**src/hw/daspc_pkg.sv**
```systemverilog
`default_nettype none

package daspc_pkg;

    // --------------------
    // Widths
    // --------------------
    localparam int SAMPLE_W  = 24;   // Signed sample held in each lane
    localparam int PROD_W    = 32;   // Product bits kept after the Q15 shift
    localparam int ACC_W     = 40;   // Accumulator wraps at this width
    localparam int FRAC_BITS = 15;   // Q15 fixed point
    localparam int LANES     = 4;

    localparam int MPCAND_AW = 8;    // 256 entries per multiplicand lane
    localparam int MPLIER_AW = 12;   // 4096 entries per multiplier lane

    // --------------------
    // Data types
    // --------------------
    typedef logic signed [SAMPLE_W-1:0] sample_t;
    typedef logic signed [PROD_W-1:0]   prod_t;
    typedef logic signed [ACC_W-1:0]    acc_t;

    // Lane 0 sits in the low bits
    typedef sample_t [LANES-1:0] lanes_t;
    typedef prod_t   [LANES-1:0] prods_t;

    // One MAC operation
    typedef struct packed {
        logic mpcand_inc;
        logic mpcand_dec;
        logic mplier_inc;
        logic mplier_dec;
        logic acc_clear;             // Start from zero instead of the running total
    } daspc_op_t;

    // External memory write
    typedef struct packed {
        logic                 bank;  // 0 selects multiplicand, 1 selects multiplier
        logic [1:0]           lane;
        logic [MPLIER_AW-1:0] addr;  // Multiplicand bank takes only the low bits
        sample_t              data;
    } mem_wr_t;

endpackage

`default_nettype wire

```
**src/hw/daspc_accum.sv**
```systemverilog
`timescale 1ns/1ps
`default_nettype none

module daspc_accum
    import daspc_pkg::*;
(
    input  logic   clk,
    input  logic   rst,
    input  logic   valid_i,
    input  logic   clear_i,
    input  prods_t prods_i,
    output acc_t   acc_o,
    output logic   valid_o
);

    acc_t lane_sum;
    acc_t acc_base;
    acc_t acc_q;
    logic valid_q;

    // --------------------
    // Lane adder
    // --------------------
    always_comb begin
        lane_sum = '0;
        for (int l = 0; l < LANES; l++) begin
            lane_sum = lane_sum + acc_t'($signed(prods_i[l]));   // Sign extend to ACC_W
        end
    end

    assign acc_base = clear_i ? '0 : acc_q;

    // --------------------
    // Accumulator
    // --------------------
    always_ff @(posedge clk) begin
        if (rst) begin
            acc_q <= '0;
        end else if (valid_i) begin
            acc_q <= acc_base + lane_sum;                        // Wraps at ACC_W bits
        end
    end

    always_ff @(posedge clk) begin
        if (rst) begin
            valid_q <= 1'b0;
        end else begin
            valid_q <= valid_i;                                  // One pulse per update
        end
    end

    assign acc_o   = acc_q;
    assign valid_o = valid_q;

endmodule

`default_nettype wire

```
**config.mk**
```make
export PLATFORM = sky130hd
export DESIGN_NAME = daspc_accum
export DESIGN_NICKNAME = d
export VERILOG_FILES = /design/src/hw/daspc_pkg.sv /design/src/hw/daspc_accum.sv
export SDC_FILE = /design/constraint.sdc
export NUM_CORES = 1
export LEC_CHECK = 0
export ABC_CLOCK_PERIOD_IN_PS = 7100
export BUFFER_PORTS_ARGS = -buffer_cell sky130_fd_sc_hd__buf_2
export CORE_ASPECT_RATIO = 0.6
export CORE_MARGIN = 2
export CORE_UTILIZATION = 45
export DETAILED_ROUTE_END_ITERATION = 8
export GPL_TIMING_DRIVEN = 1
export HOLD_SLACK_MARGIN = 0.15
export PLACE_DENSITY = 0.76
export SYNTH_ARGS = -nofsm -noshare
export SYNTH_HDL_FRONTEND = slang
export SYNTH_SLANG_ARGS = --single-unit
```
**constraint.sdc**
```tcl
create_clock -name clk -period 7.1 [get_ports clk]
set_input_delay 0.355 -clock clk [delete_from_list [all_inputs] [get_ports clk]]
set_output_delay 0.355 -clock clk [all_outputs]
set_load 0.02 [all_outputs]
```
==> impl_metrics.csv <==
group,metric,value,unit
run_status,status,"finished clean",
timing,worst_pin_slew,814,ps
detailed_routing,drc,0,
yosys,synthFlopType,"dfxtp_1",
cells_and_area,drive_above_1_share,18.7,%
yosys,synth_top_family_by_area,"adder cells",
placement,portBuffers,172,
cells_and_area,nNetsFinal,1282,
cells_and_area,area_delta_synth_final,17.2,%
clock_network,root_buffer,"clkbuf_16",
yosys,synth_commonest_cells,"289 x inv_1, 103 x fa_1, 54 x nor2_1, 41 x dfxtp_1, 41 x ha_1",
timing,rsz0062_at_grt,"false",
worst_setup_path,path_max_fanout,5,
clock_network,clkTransAtPathRegs,70,ps
global_route,overflow,0,
yosys,synth.most_common_cell,"inv_1",
global_route,grt_max_degree,46,
detailed_routing,detail-route-antenna-nets,0,
placement,hpwl,12.5,mm
detailed_routing,drtIter0Drc,233,
global_route,grt_pass1_vias,5556,
clock_network,clkLatencyLatePin,280,ps
global_route,antenna_found_initial,1,
timing,max_freq,0.205,GHz
yosys,yosysSeqAreaShare,12.1,%
yosys,synth_cell_types,56,
global_route,grt_pass1_wl,25.4,mm
yosys,muxShareOfSynthArea,3.97,%
worst_hold_path,hp-class,"reg2reg",
timing,period_share,68.6,%
timing,slew_violations,0,
yosys,async_flop_share,0,%
worst_setup_path,endpoint_kind,"register",
clock_network,cts_setup_buffers,0,
worst_setup_path,path_class,"in2reg",
cells_and_area,diodes,0,
yosys,syn_area,6810,um2
clock_network,cts.sink_count,41,
floorplanning,fp.dieH,99.3,um
timing,fin_crit,4870,ps
clock_network,cts.repair.resized,0,
yosys,synthXorXnorAreaFrac,4.50,%
clock_network,clockBufferDepth,2,
detailed_routing,routedWlPerCell,12.1,um
cells_and_area,fin_area,7980,um2
yosys,netlist.area_leader.share,30.3,%
worst_setup_path,required,7260,ps
cells_and_area,fillers,1424,
pwr,leakagePower,4.72,nW
detailed_routing,vias_per_cell,4.66,
floorplanning,dieWidth,163,um
timing,setup_viol,0,
clock_network,cts_tree,"built",
placement,preCtsSetupSlack,1910,ps
timing,fin_skew,5.63,ps
clock_network,htree_levels,2,
detailed_routing,routed_wl,14.6,mm
timing,hold_viol_final,0,
timing,final.setup.worst_slack,2230,ps
clock_network,cts_buffers,5,
yosys,synthTopCellsByArea,"fa_1 30%, inv_1 16%, dfxtp_1 12%",
yosys,synthSimpleGateAreaFrac,12.3,%
yosys,yosys_warnings,0,
timing,timing.setup.tns,0,ps
floorplanning,die_area,16200,um2
yosys,synth_compound_area_share,12.1,%
yosys,synth_edf_count,0,
placement,place.gp.congestion,0.861,
worst_setup_path,cp.arrival,5030,ps
clock_network,cts_hold_buf,0,
floorplanning,rows,34,
yosys,synth.ff_latch_count,41,
yosys,syn_nets,1125,
pwr,power_density,365,nW/um2
placement,dpl_cell_area,7840,um2
floorplanning,initial_core_util,46.5,%
detailed_routing,drt_pass1_iterations,5,
timing,relSlewSlack,45.8,%
pwr,peakVddDrop,0.133,mV
global_route,grt_usage,19.0,%
floorplanning,ios,173,
yosys,synth.avg_cell_area,8.02,um2
job,maxCapViolCount,0,
yosys,synthAdderAreaFrac,37.8,%
yosys,synth_top_cell_by_area,"fa_1",
worst_setup_path,startpoint_type,"primary input",
detailed_routing,vias,5616,
floorplanning,coreArea,14600,um2
yosys,synth_cells,849,
registers in the layout, indices dropped and copies added (netlist names):
register and cells:
acc_o 40, valid_o 1
layout by cell type (no fill, tap or decap), drive strengths merged, types with 13 or more instances in the layout:
master    n
a21oi    39
fa      103
nand2b   36
inv     289
nand2    26
o21ai    23
buf     173
xor2     15
dfxtp    41
xnor2    20
mux2i    27
nor2b    13
a21o     21
nor2     54
ha       41
cell type report:
type	instances	area, um2	share of cell area, %
Multi-Input combinational cell	496	4810	60.3
Inverter	289	1080	13.6
Timing Repair Buffer	173	868	10.9
Sequential cell	41	821	10.3
Tap cell	198	248	3.11
Clock buffer	5	125	1.57
Clock inverter	3	17.5	0.220
per-stage QoR:
| step | cells | hold WS, ps | utilization, % | total power, W |
|---|---|---|---|---|
| floorplan | 849 | 543 | - | 0.00215 |
| global route | 1205 | 511 | 54.5 | 0.00324 |
| global placement | 1197 | 473 | 53.5 | 0.00263 |
| CTS | 1205 | 483 | 54.5 | 0.00291 |
| detailed placement | 1197 | 475 | 53.5 | 0.00267 |
| finish | 1205 | 481 | 54.5 | 0.00291 |
where the power goes:
group          internal (W)  switching [W]
Sequential         0.000314      0.0000606
Clock              0.000129      0.0000985
Combinational      0.000956        0.00135
Total               0.00140        0.00151
critical path, stage by stage:
cell,delay [ps]
buf_2,70
inv_1,40
fa_1,570
fa_1,460
fa_1,540
inv_1,40
ha_1,220
fa_1,400
a21o_1,190
a221o_1,400
a211oi_4,380
o21ai_0,180
o21ai_1,240
o311ai_1,160
a21o_1,220
a311oi_1,310
xor2_1,160
o21ai_0,80
worst paths after layout:
path                                             start                     end  slack (ps)  cells after the start
worst max-delay path                        prods_i[1]  acc_o[31]$_SDFFE_PP0P_        2230                     18
worst min-delay path            acc_o[36]$_SDFFE_PP0P_  acc_o[36]$_SDFFE_PP0P_         480                      2
worst max register to register   acc_o[1]$_SDFFE_PP0P_  acc_o[31]$_SDFFE_PP0P_        3080                     15
worst min register to register  acc_o[36]$_SDFFE_PP0P_  acc_o[36]$_SDFFE_PP0P_         480                      2
logic make-up (layout without fill, tap and decap cells):
group	Yosys count	in the layout
flip-flops	41	41
AO/OA/AOI/OAI	123	123
buffers and inverters	312	470
AND/OR/NAND/NOR	167	167
adder cells (fa/ha/maj)	144	144
XOR/XNOR	35	35
multiplexers	27	27
per-layer routing:
| metal | part of all wire (%) | GRT usage [%] | wire length [um] | vias up |
|---|---|---|---|---|
| li1 | - | - | - | 2848 |
| met1 | 52 | 28.5 | 7540 | 2573 |
| met2 | 40 | 29.0 | 5840 | 189 |
| met3 | 7.7 | 3.50 | 1120 | 6 |
| met4 | 0.77 | 3.00 | 112 | 0 |
| met5 | 0 | 0 | 0 | - |
No activity file was read; power rests on OpenSTA's default activity.
