==> src/hw/daspc_pkg.sv <==
`default_nettype none

package daspc_pkg;

    // --------------------
    // Widths
    // --------------------
    localparam int SAMPLE_W  = 24;   // Signed sample held in each lane
    localparam int PROD_W    = 32;   // Product bits kept after the Q15 shift
    localparam int ACC_W     = 40;   // Accumulator wraps at this width
    localparam int FRAC_BITS = 15;   // Q15 fixed point
    localparam int LANES     = 4;

    localparam int MPCAND_AW = 8;    // 256 entries per multiplicand lane
    localparam int MPLIER_AW = 12;   // 4096 entries per multiplier lane

    // --------------------
    // Data types
    // --------------------
    typedef logic signed [SAMPLE_W-1:0] sample_t;
    typedef logic signed [PROD_W-1:0]   prod_t;
    typedef logic signed [ACC_W-1:0]    acc_t;

    // Lane 0 sits in the low bits
    typedef sample_t [LANES-1:0] lanes_t;
    typedef prod_t   [LANES-1:0] prods_t;

    // One MAC operation
    typedef struct packed {
        logic mpcand_inc;
        logic mpcand_dec;
        logic mplier_inc;
        logic mplier_dec;
        logic acc_clear;             // Start from zero instead of the running total
    } daspc_op_t;

    // External memory write
    typedef struct packed {
        logic                 bank;  // 0 selects multiplicand, 1 selects multiplier
        logic [1:0]           lane;
        logic [MPLIER_AW-1:0] addr;  // Multiplicand bank takes only the low bits
        sample_t              data;
    } mem_wr_t;

endpackage

`default_nettype wire

==> src/hw/daspc_fxmul.sv <==
`timescale 1ns/1ps
`default_nettype none

module daspc_fxmul
    import daspc_pkg::*;
#(
    parameter int MUL_LAT = 3
) (
    input  logic    clk,
    input  sample_t a_i,
    input  sample_t b_i,
    output prod_t   p_o
);

    logic signed [2*SAMPLE_W-1:0] prod_full;
    logic signed [2*SAMPLE_W-1:0] prod_shift;
    prod_t                        prod_q15;

    prod_t pipe [MUL_LAT];

    assign prod_full  = a_i * b_i;                   // Full 48 bit signed product
    assign prod_shift = prod_full >>> FRAC_BITS;     // Arithmetic, truncates toward minus infinity
    assign prod_q15   = prod_shift[PROD_W-1:0];

    // The register chain sits after the multiplier so that retiming can
    // pull stages back into it
    always_ff @(posedge clk) begin
        pipe[0] <= prod_q15;
        for (int i = 1; i < MUL_LAT; i++) begin
            pipe[i] <= pipe[i-1];
        end
    end

    assign p_o = pipe[MUL_LAT-1];

endmodule

`default_nettype wire

==> config.mk <==
export PLATFORM = sky130hd
export DESIGN_NAME = daspc_fxmul
export DESIGN_NICKNAME = d
export VERILOG_FILES = /design/src/hw/daspc_pkg.sv /design/src/hw/daspc_fxmul.sv
export SDC_FILE = /design/constraint.sdc
export NUM_CORES = 2
export LEC_CHECK = 0
export ABC_AREA = 0
export BUFFER_PORTS_ARGS = -buffer_cell sky130_fd_sc_hd__buf_4
export CORE_MARGIN = 5
export CORE_UTILIZATION = 30
export DETAILED_ROUTE_END_ITERATION = 8
export PLACE_DENSITY = 0.5
export SYNTH_ARGS = -nofsm -noshare
export SYNTH_HDL_FRONTEND = slang
export SYNTH_SLANG_ARGS = --single-unit
==> constraint.sdc <==
create_clock -name clk -period 7 [get_ports clk]
set_clock_uncertainty 0.2 [all_clocks]
set_input_delay 0.35 -clock clk [delete_from_list [all_inputs] [get_ports clk]]
set_output_delay 0.35 -clock clk [all_outputs]
set_load 0.02 [all_outputs]
==> results.sh <==
export IMPL_status="completed"
export IMPL_critPathKind="in2reg"
export IMPL_drtIter0Drc=830
export IMPL_maxCapViolations=0
export IMPL_drtAntennaViolNets=0
export IMPL_reg2reg_depth=0
export IMPL_cts_tree="built"
export IMPL_viasPerCell=4.54
export IMPL_num_io_pins=81
export IMPL_grt_pass1_wl_microns=102000
export IMPL_firstDrtPassIters=5
export IMPL_largest_reg_flops=96
export IMPL_drcViolationCount=0
export IMPL_row_count=101
export IMPL_cp_required_ns=7.09
export IMPL_worstPathArrival_ns=6.79
export IMPL_root_buffer="clkbuf_16"
export IMPL_htree_num_levels=3
export IMPL_hold_viol=0
export IMPL_use_met3=0.0330
export IMPL_reg_top3="pipe (96)"
export IMPL_grt_pass1_vias=18000
export IMPL_fp_coreArea_sq_mm=0.0757
export IMPL_synth_area_leaders="fa_1 52%, inv_1 9.7%, dfxtp_1 8.4%, and2_1 7.3%, ha_1 7.0%"
export IMPL_initial_core_util=0.302
export IMPL_vias=15600
export IMPL_synthArstFlopShare=0
export IMPL_timing_final_crit_share=0.957
export IMPL_r2r_end="pipe[0][45]"
export IMPL_cts_inserted_buffers=9
export IMPL_final_util=0.334
export IMPL_hold_depth=0
export IMPL_synth_top_area_frac=0.524
export IMPL_clockBufferDepth=2
export IMPL_dieHeight_microns=286
export IMPL_ys_seq_elements=96
export IMPL_syn_num_nets=3149
export IMPL_nets=3225
export IMPL_cp_end_kind="flop"
export IMPL_syn_area_per_cell_sq_um=9.63
export IMPL_placedInstanceArea_sq_mm=0.0250
export IMPL_synth_cells=2374
export IMPL_cp_max_fo=8
export IMPL_diodes=0
export IMPL_syn_area_sq_mm=0.0229
export IMPL_grtUsageTotal=0.162
export IMPL_grt_setup_unrepaired="no"
export IMPL_antenna_found_initial=2
export IMPL_ys_types=57
export IMPL_whs_ns=0.125
export IMPL_hpwl_microns=55600
export IMPL_r2r_start="pipe[0][13]"
export IMPL_routabilityCongestion=0.899
export IMPL_hold_path_end="pipe[0][72]"
export IMPL_syn_to_final_growth_pct=10.6
export IMPL_grt_max_degree=25
export IMPL_synth_ff_type="dfxtp_1"
export IMPL_clock_sinks=96
export IMPL_top_register="pipe"
export IMPL_drive_gt1_frac=0.0916
export IMPL_ys_seq_area_frac=0.0841
export IMPL_top_usage_layer="met2"
export IMPL_cts_hold_buf=0
export IMPL_tightest_slew_ns=0.550
export IMPL_clkTransAtPathRegs_ns=0.07
export IMPL_synth_edf_count=0
export IMPL_wl_per_cell_microns=18.5
export IMPL_setup_viol=0
export IMPL_use_met1=0.210
export IMPL_insertion_delay_ns=0.36
export IMPL_fmax_mhz=149
export IMPL_yosys_area_top_type="fa_1"
export IMPL_io_buffers=80
export IMPL_min_period_ns=6.70
export IMPL_die_w_microns=286
export IMPL_dieArea_sq_mm=0.0818
export IMPL_use_met2=0.273
export IMPL_synth_warnings=0
export IMPL_grt_remaining_overflow=0
export IMPL_hold_path_startpoint="pipe[0][40]"
export IMPL_regToRegSetupSlack_ns=6.39
export IMPL_wl_microns=63600
export IMPL_relSlewSlack=0.633
export IMPL_crit_path_start_kind="primary input"
export IMPL_design_area_sq_mm=0.0253
export IMPL_hp_class="reg2reg"
export IMPL_drv_slew=0
[synth_stat cells, types with 3 or more instances]
library cell and n:
o21ai_0 15, a21oi_1 30, a21o_1 13, nand2_1 308
and3_1 3, and4_1 3, a211oi_1 4, inv_1 590
o31ai_1 3, buf_4 32, nand4_1 10, o21bai_1 6
nand3_1 13, xnor2_1 28, fa_1 598, clkbuf_1 101
o211ai_1 5, ha_1 128, nor3_1 8, nor2_1 29
nand2b_1 8, xor2_1 14, o21a_1 4, nor2b_1 19
dfxtp_1 96, and2_1 265, a31oi_1 6
[repair_timing]
action,in CTS,in global routing
buffers inserted,1,0
pin swaps,1,0
resized for setup,0,4
setup endpoints to repair,4,9
[logic make-up after synthesis]
| kind of cell | synth area share |
|---|---|
| AOI/OAI and AO/OA | 0.0337 |
| adders and majority gates | 0.594 |
| buffers and inverters | 0.124 |
| DFF | 0.0841 |
| and+or+nand+nor | 0.148 |
| muxes | 0.000438 |
| xor gates and xnor gates | 0.0161 |
[per-stage QoR]
| stage | setup WS [ns] | instances | TNS [ns] |
|---|---|---|---|
| 2_1_floorplan | 0.237 | 2374 | 0 |
| 3_3_place_gp | -0.511 | 3416 | -3.20 |
| 3_5_place_dp | -0.442 | 3416 | -3.06 |
| 4_1_cts | 0.159 | 3433 | 0 |
| 5_1_grt | 0.0396 | 3433 | 0 |
| 6_report | 0.298 | 3433 | 0 |
[critical path: stages]
cell and delay (ns):
buf_4 0.15, buf_4 0.17, and2_1 0.20, fa_1 0.66
inv_1 0.17, fa_1 0.59, inv_1 0.08, fa_2 0.63
buf_4 0.18, fa_1 0.44, fa_1 0.58, fa_1 0.44
fa_1 0.45, ha_1 0.36, and4_1 0.28, a221o_1 0.35
o221ai_1 0.20, a21oi_1 0.11, a211oi_2 0.25, xnor2_1 0.15
[placed cells by master (no fill, tap or decap), drive strengths merged, types with 2 or more instances in the layout]
| cell type | netlist | final |
|---|---|---|
| fa | 598 | 598 |
| inv | 590 | 592 |
| nand2 | 308 | 308 |
| and2 | 265 | 265 |
| buf | 34 | 200 |
| ha | 128 | 128 |
| dfxtp | 96 | 96 |
| a21oi | 30 | 30 |
| nor2 | 29 | 29 |
| xnor2 | 28 | 28 |
| nor2b | 19 | 19 |
| o21ai | 15 | 15 |
| xor2 | 14 | 14 |
| a21o | 13 | 13 |
| nand3 | 13 | 13 |
| clkbuf | 101 | 12 |
| nand4 | 10 | 10 |
| nand2b | 8 | 8 |
| nor3 | 8 | 8 |
| a31oi | 7 | 7 |
| o21bai | 6 | 6 |
| o211ai | 5 | 5 |
| a211oi | 5 | 5 |
| o21a | 5 | 5 |
| and3 | 3 | 3 |
| and4 | 3 | 3 |
| o31ai | 3 | 3 |
| nor3b | 2 | 2 |
| or3 | 2 | 2 |
| a22oi | 2 | 2 |
| a311oi | 2 | 2 |
| o221ai | 2 | 2 |
| a21boi | 2 | 2 |
| o311ai | 2 | 2 |
[cell type report]
type                       instances  area (sq um)
fill                            7767         50400
multi-input combinational       1553         18100
timing repair buffer             200          1530
clock buffer                      12           246
inverter                         590          2210
clock inverter                     4          36.3
tap                              978          1220
sequential                        96          1920
[metal layers]
layer | up-vias | share of wire
li1 | 6925 | -
met1 | 8166 | 0.43
met2 | 426 | 0.48
met3 | 79 | 0.060
met4 | 0 | 0.030
met5 | - | 0
[how the worst max path moves through the flow]
stage / start / end / slack [ns] / cells after the start
6_report: a_i[23] / pipe[0][31] / 0.30 / 20
5_1_grt: b_i[0] / pipe[0][24] / 0.04 / 20
4_1_cts: b_i[1] / pipe[0][29] / 0.16 / 23
3_5_place_dp: b_i[1] / pipe[0][21] / -0.44 / 19
3_3_place_gp: b_i[0] / pipe[0][21] / -0.51 / 20
2_1_floorplan: a_i[23] / pipe[0][24] / 0.24 / 23
Power is not shown: default switching activity piles up to over one toggle a cycle in this logic, so the estimate is an artifact.
