$ cat src/hw/daspc_addrgen.sv
`timescale 1ns/1ps
`default_nettype none

module daspc_addrgen #(
    parameter int ADDR_W = 8
) (
    input  logic              clk,
    input  logic              rst,
    input  logic              step_i,
    input  logic              inc_i,
    input  logic              dec_i,
    input  logic [ADDR_W-1:0] mask_i,
    output logic [ADDR_W-1:0] addr_o
);

    logic [ADDR_W-1:0] addr_q;
    logic [ADDR_W-1:0] stepped;
    logic [ADDR_W-1:0] addr_next;

    always_comb begin
        case ({inc_i, dec_i})
            2'b10:   stepped = addr_q + ADDR_W'(1);
            2'b01:   stepped = addr_q - ADDR_W'(1);
            default: stepped = addr_q;             // Both or neither hold
        endcase
    end

    // Masked bits follow the step, the rest stay put, which keeps the
    // address inside a circular window of the low bits
    assign addr_next = (addr_q & ~mask_i) | (stepped & mask_i);

    always_ff @(posedge clk) begin
        if (rst) begin
            addr_q <= '0;
        end else if (step_i) begin
            addr_q <= addr_next;
        end
    end

    assign addr_o = addr_q;

endmodule

`default_nettype wire

$ cat config.mk
export PLATFORM = sky130hd
export DESIGN_NAME = daspc_addrgen
export DESIGN_NICKNAME = d
export VERILOG_FILES = /design/src/hw/daspc_addrgen.sv
export SDC_FILE = /design/constraint.sdc
export NUM_CORES = 1
export LEC_CHECK = 0
export CORE_UTILIZATION = 55
export CTS_CLUSTER_DIAMETER = 30
export DETAILED_ROUTE_END_ITERATION = 8
export DONT_BUFFER_PORTS = 1
export PLACE_DENSITY = 0.7
export SETUP_SLACK_MARGIN = 0.3
export SLEW_MARGIN = 25
export SYNTH_ARGS = -nofsm -noshare
export SYNTH_HDL_FRONTEND = slang
export SYNTH_SLANG_ARGS = --single-unit
export TNS_END_PERCENT = 10
$ cat constraint.sdc
create_clock -name clk -period 2.6 [get_ports clk]
set_input_delay 0.26 -clock clk [delete_from_list [all_inputs] [get_ports clk]]
set_output_delay 0.26 -clock clk [all_outputs]
set_load 0.05 [all_outputs]
==> results of run 1 <==
-- cells in the mapped netlist, types with 3 or more instances --
cell and instances:
xor2_1 4, ha_1 3, nand3_1 4, xnor2_1 3, nand2_1 9, nor2_1 7, dfxtp_1 8, nor3_1 3
a21oi_1 4, nor3b_1 3, nor2b_1 4
-- worst reg2reg max path, delay by kind of cell (launching register included) --
family / cells / cell delay (ns)
adders and majority gates: 1 / 0.20
xor gates and xnor gates: 1 / 0.18
and+or+nand+nor: 3 / 0.76
AOI/OAI and AO/OA: 2 / 0.37
DFF: 1 / 0.48
-- logic make-up after synthesis --
group / count (synthesis)
xor gates and xnor gates: 7
AOI/OAI and AO/OA: 17
DFF: 8
and+or+nand+nor: 44
buffers and inverters: 10
muxes: 3
adders and majority gates: 3
-- layout make-up --
class | count | area [um2]
tap | 15 | 18.8
multi-input combinational | 74 | 534
fill | 138 | 529
inverter | 1 | 3.75
sequential | 8 | 164
timing repair buffer | 6 | 45.0
clock buffer | 3 | 22.5
-- cell usage in the layout (no fill, tap or decap) --
cell type,netlist,layout
a211oi_2,1,1
a21o_1,1,1
a21oi_1,4,4
a221oi_2,1,1
a22oi_1,2,2
a2bb2o_1,1,1
a311o_1,1,1
and2b_1,1,1
and2b_2,2,2
and3_4,1,1
and3b_1,1,1
and4b_1,2,2
buf_4,2,6
clkbuf_4,0,3
dfxtp_1,8,7
dfxtp_4,0,1
ha_1,3,3
inv_1,1,1
mux2_2,2,2
mux2_4,1,1
nand2_1,9,9
nand3_1,4,4
nand3b_1,1,1
nor2_1,7,7
nor2b_1,4,4
nor3_1,3,3
nor3b_1,3,3
nor4_1,2,2
nor4bb_1,1,1
o211a_1,1,1
o211ai_1,1,1
o21ai_0,1,1
o22ai_1,1,1
o2bb2ai_1,1,1
o311ai_1,1,1
or3_1,2,2
or4_4,1,1
xnor2_1,3,3
xor2_1,4,4
-- what timing repair did --
action	in CTS	in global routing
gates resized for setup	0	1
endpoints found under the setup margin	0	2
hold buffers	0	0
endpoints found under the hold margin	0	0
-- report_power, final --
group | internal, mW | switching, mW
sequential | 0.129 | 0.0150
combinational | 0.0377 | 0.0546
clock | 0.0535 | 0.0531
total | 0.220 | 0.123
-- how the worst min path moves through the flow --
| stage | end | slack (ns) | startpoint |
|---|---|---|---|
| after floorplan | flip-flop | 0.41 | mask_i[1] |
| after global placement | flip-flop | 0.32 | rst |
| after CTS | flip-flop | 0.04 | rst |
| after detailed placement | flip-flop | 0.33 | rst |
| after global routing | flip-flop | 0.04 | rst |
| final | flip-flop | 0.04 | rst |
-- stage by stage --
stage / total power [mW] / setup WS, ns / utilization (%)
floorplan: 0.232 / 0.309 / -
global placement: 0.238 / 0.443 / 57.9
detailed placement: 0.240 / 0.401 / 57.9
CTS: 0.344 / 0.387 / 59.6
global route: 0.360 / 0.383 / 59.8
finish: 0.343 / 0.491 / 59.8
-- per-layer routing --
metal | global-route usage [%] | part of all wire (%) | vias up
li1 | - | - | 334
met4 | 10.3 | 2.1 | 0
met1 | 23.9 | 45 | 312
met3 | 8.33 | 6.1 | 4
met2 | 31.0 | 47 | 18
met5 | 0 | 0 | -
==> impl_metrics.ini, run 1 <==
[outcome]
status = complete, no violations

[logic_synthesis]
synth_compound_area_share_pct = 17.2
synth_top_area_share_pct = 20.2
synthXorXnorAreaFrac_pct = 7.73
avgSynthCellArea_um2 = 8.62
synth.area.top_cells = dfxtp_1, ha_1, xor2_1, nand2_1, clkbuf_8
synth-seq-cells = 8
syn-num-nets = 108
synth_warnings = 0
synth-async-reset-ratio_pct = 0
synthAdderAreaFrac_pct = 4.73
yosysTopAreaCell = dfxtp_1
synth_top_family_by_area = simple AND/OR/NAND/NOR gates
synth_flop_cell = dfxtp_1
synthCells = 92
synth-simple-area-share_pct = 33.0
netlist_area_um2 = 793
muxShareOfSynthArea_pct = 4.73
ys_types = 42
ys_seq_area_share_pct = 20.2
synth-edff-count = 0

[placed_design]
gp_congestion = 0.717
port-buffer-count = 0
dp_hpwl_um = 1080
place_area_um2 = 763
place_inst = 104

[timing]
setup_tns_ns = 0
slew_violations = 0
worst_pin_slew_ns = 0.759
fin_crit_ns = 2.11
finalSetupViolCount = 0
timing.hold.ws_ns = 0.0387
period_share_pct = 81.1
slew_headroom_pct = 49.3
rsz0062_at_grt = no
finalHoldViolations = 0
clock-skew-final_ns = 0.00933
fmax_ghz = 0.474

[critical_path]
rr_worst_depth = 7
cp_top_family = simple AND/OR/NAND/NOR gates
crit_chain = xor2_1 > ha_1 > nor4_1 > or4_4 > and3_4 > a221oi_2 > o311ai_1
cp.arrival_ns = 2.26
criticalPathCategory = reg -> reg
worst-path-stages = 7
crit_required_ns = 2.75
cp_num_buf_inv = 0
cp_slowest_cell = or4_4
path_max_fanout = 9
reg2reg_slack_ns = 0.49
cp-end-kind = flip-flop
critPathMaxStageDelay_ns = 0.50
start_kind = flip-flop

[floorplanning]
core_area_um2 = 1320
die-area_um2 = 1600
die_h_um = 40.0
ioPinCount = 21
rows = 13
start_util_pct = 60.2
die_w_um = 40.0

[layout]
area_growth_pct = -0.631
post-route-cell-area_um2 = 788
diodes = 0
final_cells = 107
drive_above_1_share_pct = 20.7
nets = 110

[min_path]
hold_depth = 1
hp-class = in -> reg

[routing]
drtIter0Drc = 18
drc = 0
wl_per_cell_um = 13.9
drt_wl_total_um = 1490
dr.pass1.iters = 4
routed_via_density = 6.24
ant_nets = 0
vias = 668

[clocking]
cts_buffers = 3
post_cts_buffers = 0
clk_latency_ns = 0.27
cts_sinks = 8
htreeDepth = 1
clockRootBuffer = clkbuf_4
tritoncts = built
clock_path_buffers = 2
clkTransAtPathRegs_ns = 0.07

[flow_run]
drv_cap = 0

[power]
ir_worst_vdd_v = 0.000198
p_leak_nw = 0.334
powerDensity_nw_per_um2 = 435

[global_route]
grt.overflow.total = 0
grtUsageTotal_pct = 20.2
grt_pass1_vias = 492
grt_pass1_wl_um = 2080
antenna_found_initial = 0
grt_max_degree = 18
(Power assumes the default switching activity.)
==> run 2: changes to the inputs <==
- PLACE_DENSITY: 0.7 -> 0.73
- clock period: 2.6 -> 1.7 ns (I/O delays scaled with it)
==> run 2 against run 1 <==
The run now ends with setup timing left; fmax increased by 7.8%; clock power up 62%; first-iteration DRC count shrank 56%; cell count up 17%; global-route usage up 3.6 points; largest cell class unchanged; largest power group unchanged.
==> impl_metrics.ini, run 2 (same netlist as run 1, synthesis figures left out) <==
[min_path]
hp-class = in -> reg
hp-start = mask_i[1]
hold_depth = 2

[power]
ir_worst_vdd_v = 0.000419
powerDensity_nw_per_um2 = 601
total_power_mw = 0.576
p_leak_nw = 0.431

[global_route]
grtUsageTotal_pct = 23.8
grt_max_degree = 13
antenna_found_initial = 0
grt.overflow.total = 0
grt_pass1_wl_um = 2460
grt_pass1_vias = 619

[timing]
fmax_ghz = 0.511
worst_pin_slew_ns = 0.519
fin_ws_ns = -0.256
slew_headroom_pct = 65.3
period_share_pct = 115
finalHoldViolations = 0
finalSetupViolCount = 4
timing.hold.ws_ns = 0.0516
clock-skew-final_ns = 0.00382
slew_violations = 0
fin_crit_ns = 1.96
rsz0062_at_grt = yes

[critical_path]
cp.arrival_ns = 2.10
crit_required_ns = 1.84
path_max_fanout = 3
rr_worst_depth = 7
cp-end-kind = flip-flop
criticalPathCategory = reg -> reg
start_kind = flip-flop

[floorplanning]
rows = 13
die-area_um2 = 1600
ioPinCount = 21
die_h_um = 40.0
core_area_um2 = 1320
die_w_um = 40.0
start_util_pct = 60.2

[clocking]
cts_sinks = 8
clockRootBuffer = clkbuf_4
clk_latency_ns = 0.27
htreeDepth = 1
clkTransAtPathRegs_ns = 0.06
clock_path_buffers = 2
cts_buffers = 3
tritoncts = built

[routing]
dr.pass1.iters = 3
routed_via_density = 6.02
vias = 752
drt_wl_total_um = 1800
wl_per_cell_um = 14.4
drc = 0
ant_nets = 0
drtIter0Drc = 8

[layout]
diodes = 0
final_cell_mix = buf_4, nand2_1, nor2_1, dfxtp_1
final_cells = 125
seq_area_um2 = 164
nets = 127
post-route-cell-area_um2 = 957
drive_above_1_share_pct = 36.4
multi_input_area_um2 = 569
fillCellCount = 108
area_growth_pct = 20.7
final_common_cell = buf_4

[flow_run]
drv_cap = 0

[placed_design]
place_inst = 119
dp_hpwl_um = 1340
gp_congestion = 0.738
dpl_worst_slack_ns = -0.373
place_area_um2 = 881
port-buffer-count = 0

[outcome]
status = complete, but fails checks
violations = setup timing
run 2: changes by cell type in the layout (fill, tap and decap cells not counted), sizes merged:
cell         change
dlygate4sd3      +1
buf             +16
clkbuf           +1
run 2: worst paths after layout:
check	end	slack [ns]
setup / recovery	flip-flop	-0.26
hold / removal	flip-flop	0.05
hold reg to reg	flip-flop	0.72
setup reg to reg	flip-flop	-0.26
run 2: critical path, cell delays in order (launching register included):
cell	delay, ns
dfxtp_4	0.35
xor2_2	0.16
ha_2	0.21
nor4_1	0.05
or4_4	0.50
and3_4	0.20
a221oi_2	0.23
o311ai_1	0.12
run 2: repair_timing:
action | 4_1_cts | 5_1_grt
resized for setup | 2 | 3
hold buffers | 1 | 0
buffers inserted | 1 | 0
pin swaps | 6 | 5
hold endpoints to repair | 3 | 0
setup endpoints to repair | 6 | 6
run 2: through the flow:
step	TNS, ns	utilization (%)
2_1_floorplan	-1.35	-
3_3_place_gp	-1.08	66.9
3_5_place_dp	-1.36	66.9
4_1_cts	-0.579	70.9
5_1_grt	-1.09	72.6
6_report	-0.577	72.6
run 2: power breakdown:
group,internal (mW),switching [mW],total (mW)
Clock,0.0909,0.0820,0.173
Combinational,0.0854,0.105,0.190
Sequential,0.197,0.0154,0.213
run 2: cell type report:
type	count	area share, %
clock buffer	4	2.75
tap	15	1.96
inverter	1	0.392
multi-input combinational	74	59.5
timing repair buffer	23	18.3
sequential	8	17.1
run 2: layer usage:
layer | track usage [%] | up-vias | part of all wire [%]
li1 | - | 367 | -
met1 | 25.3 | 358 | 41
met2 | 42.7 | 22 | 51
met3 | 8.89 | 5 | 6.7
met4 | 7.76 | 0 | 0.94
met5 | 0 | - | 0
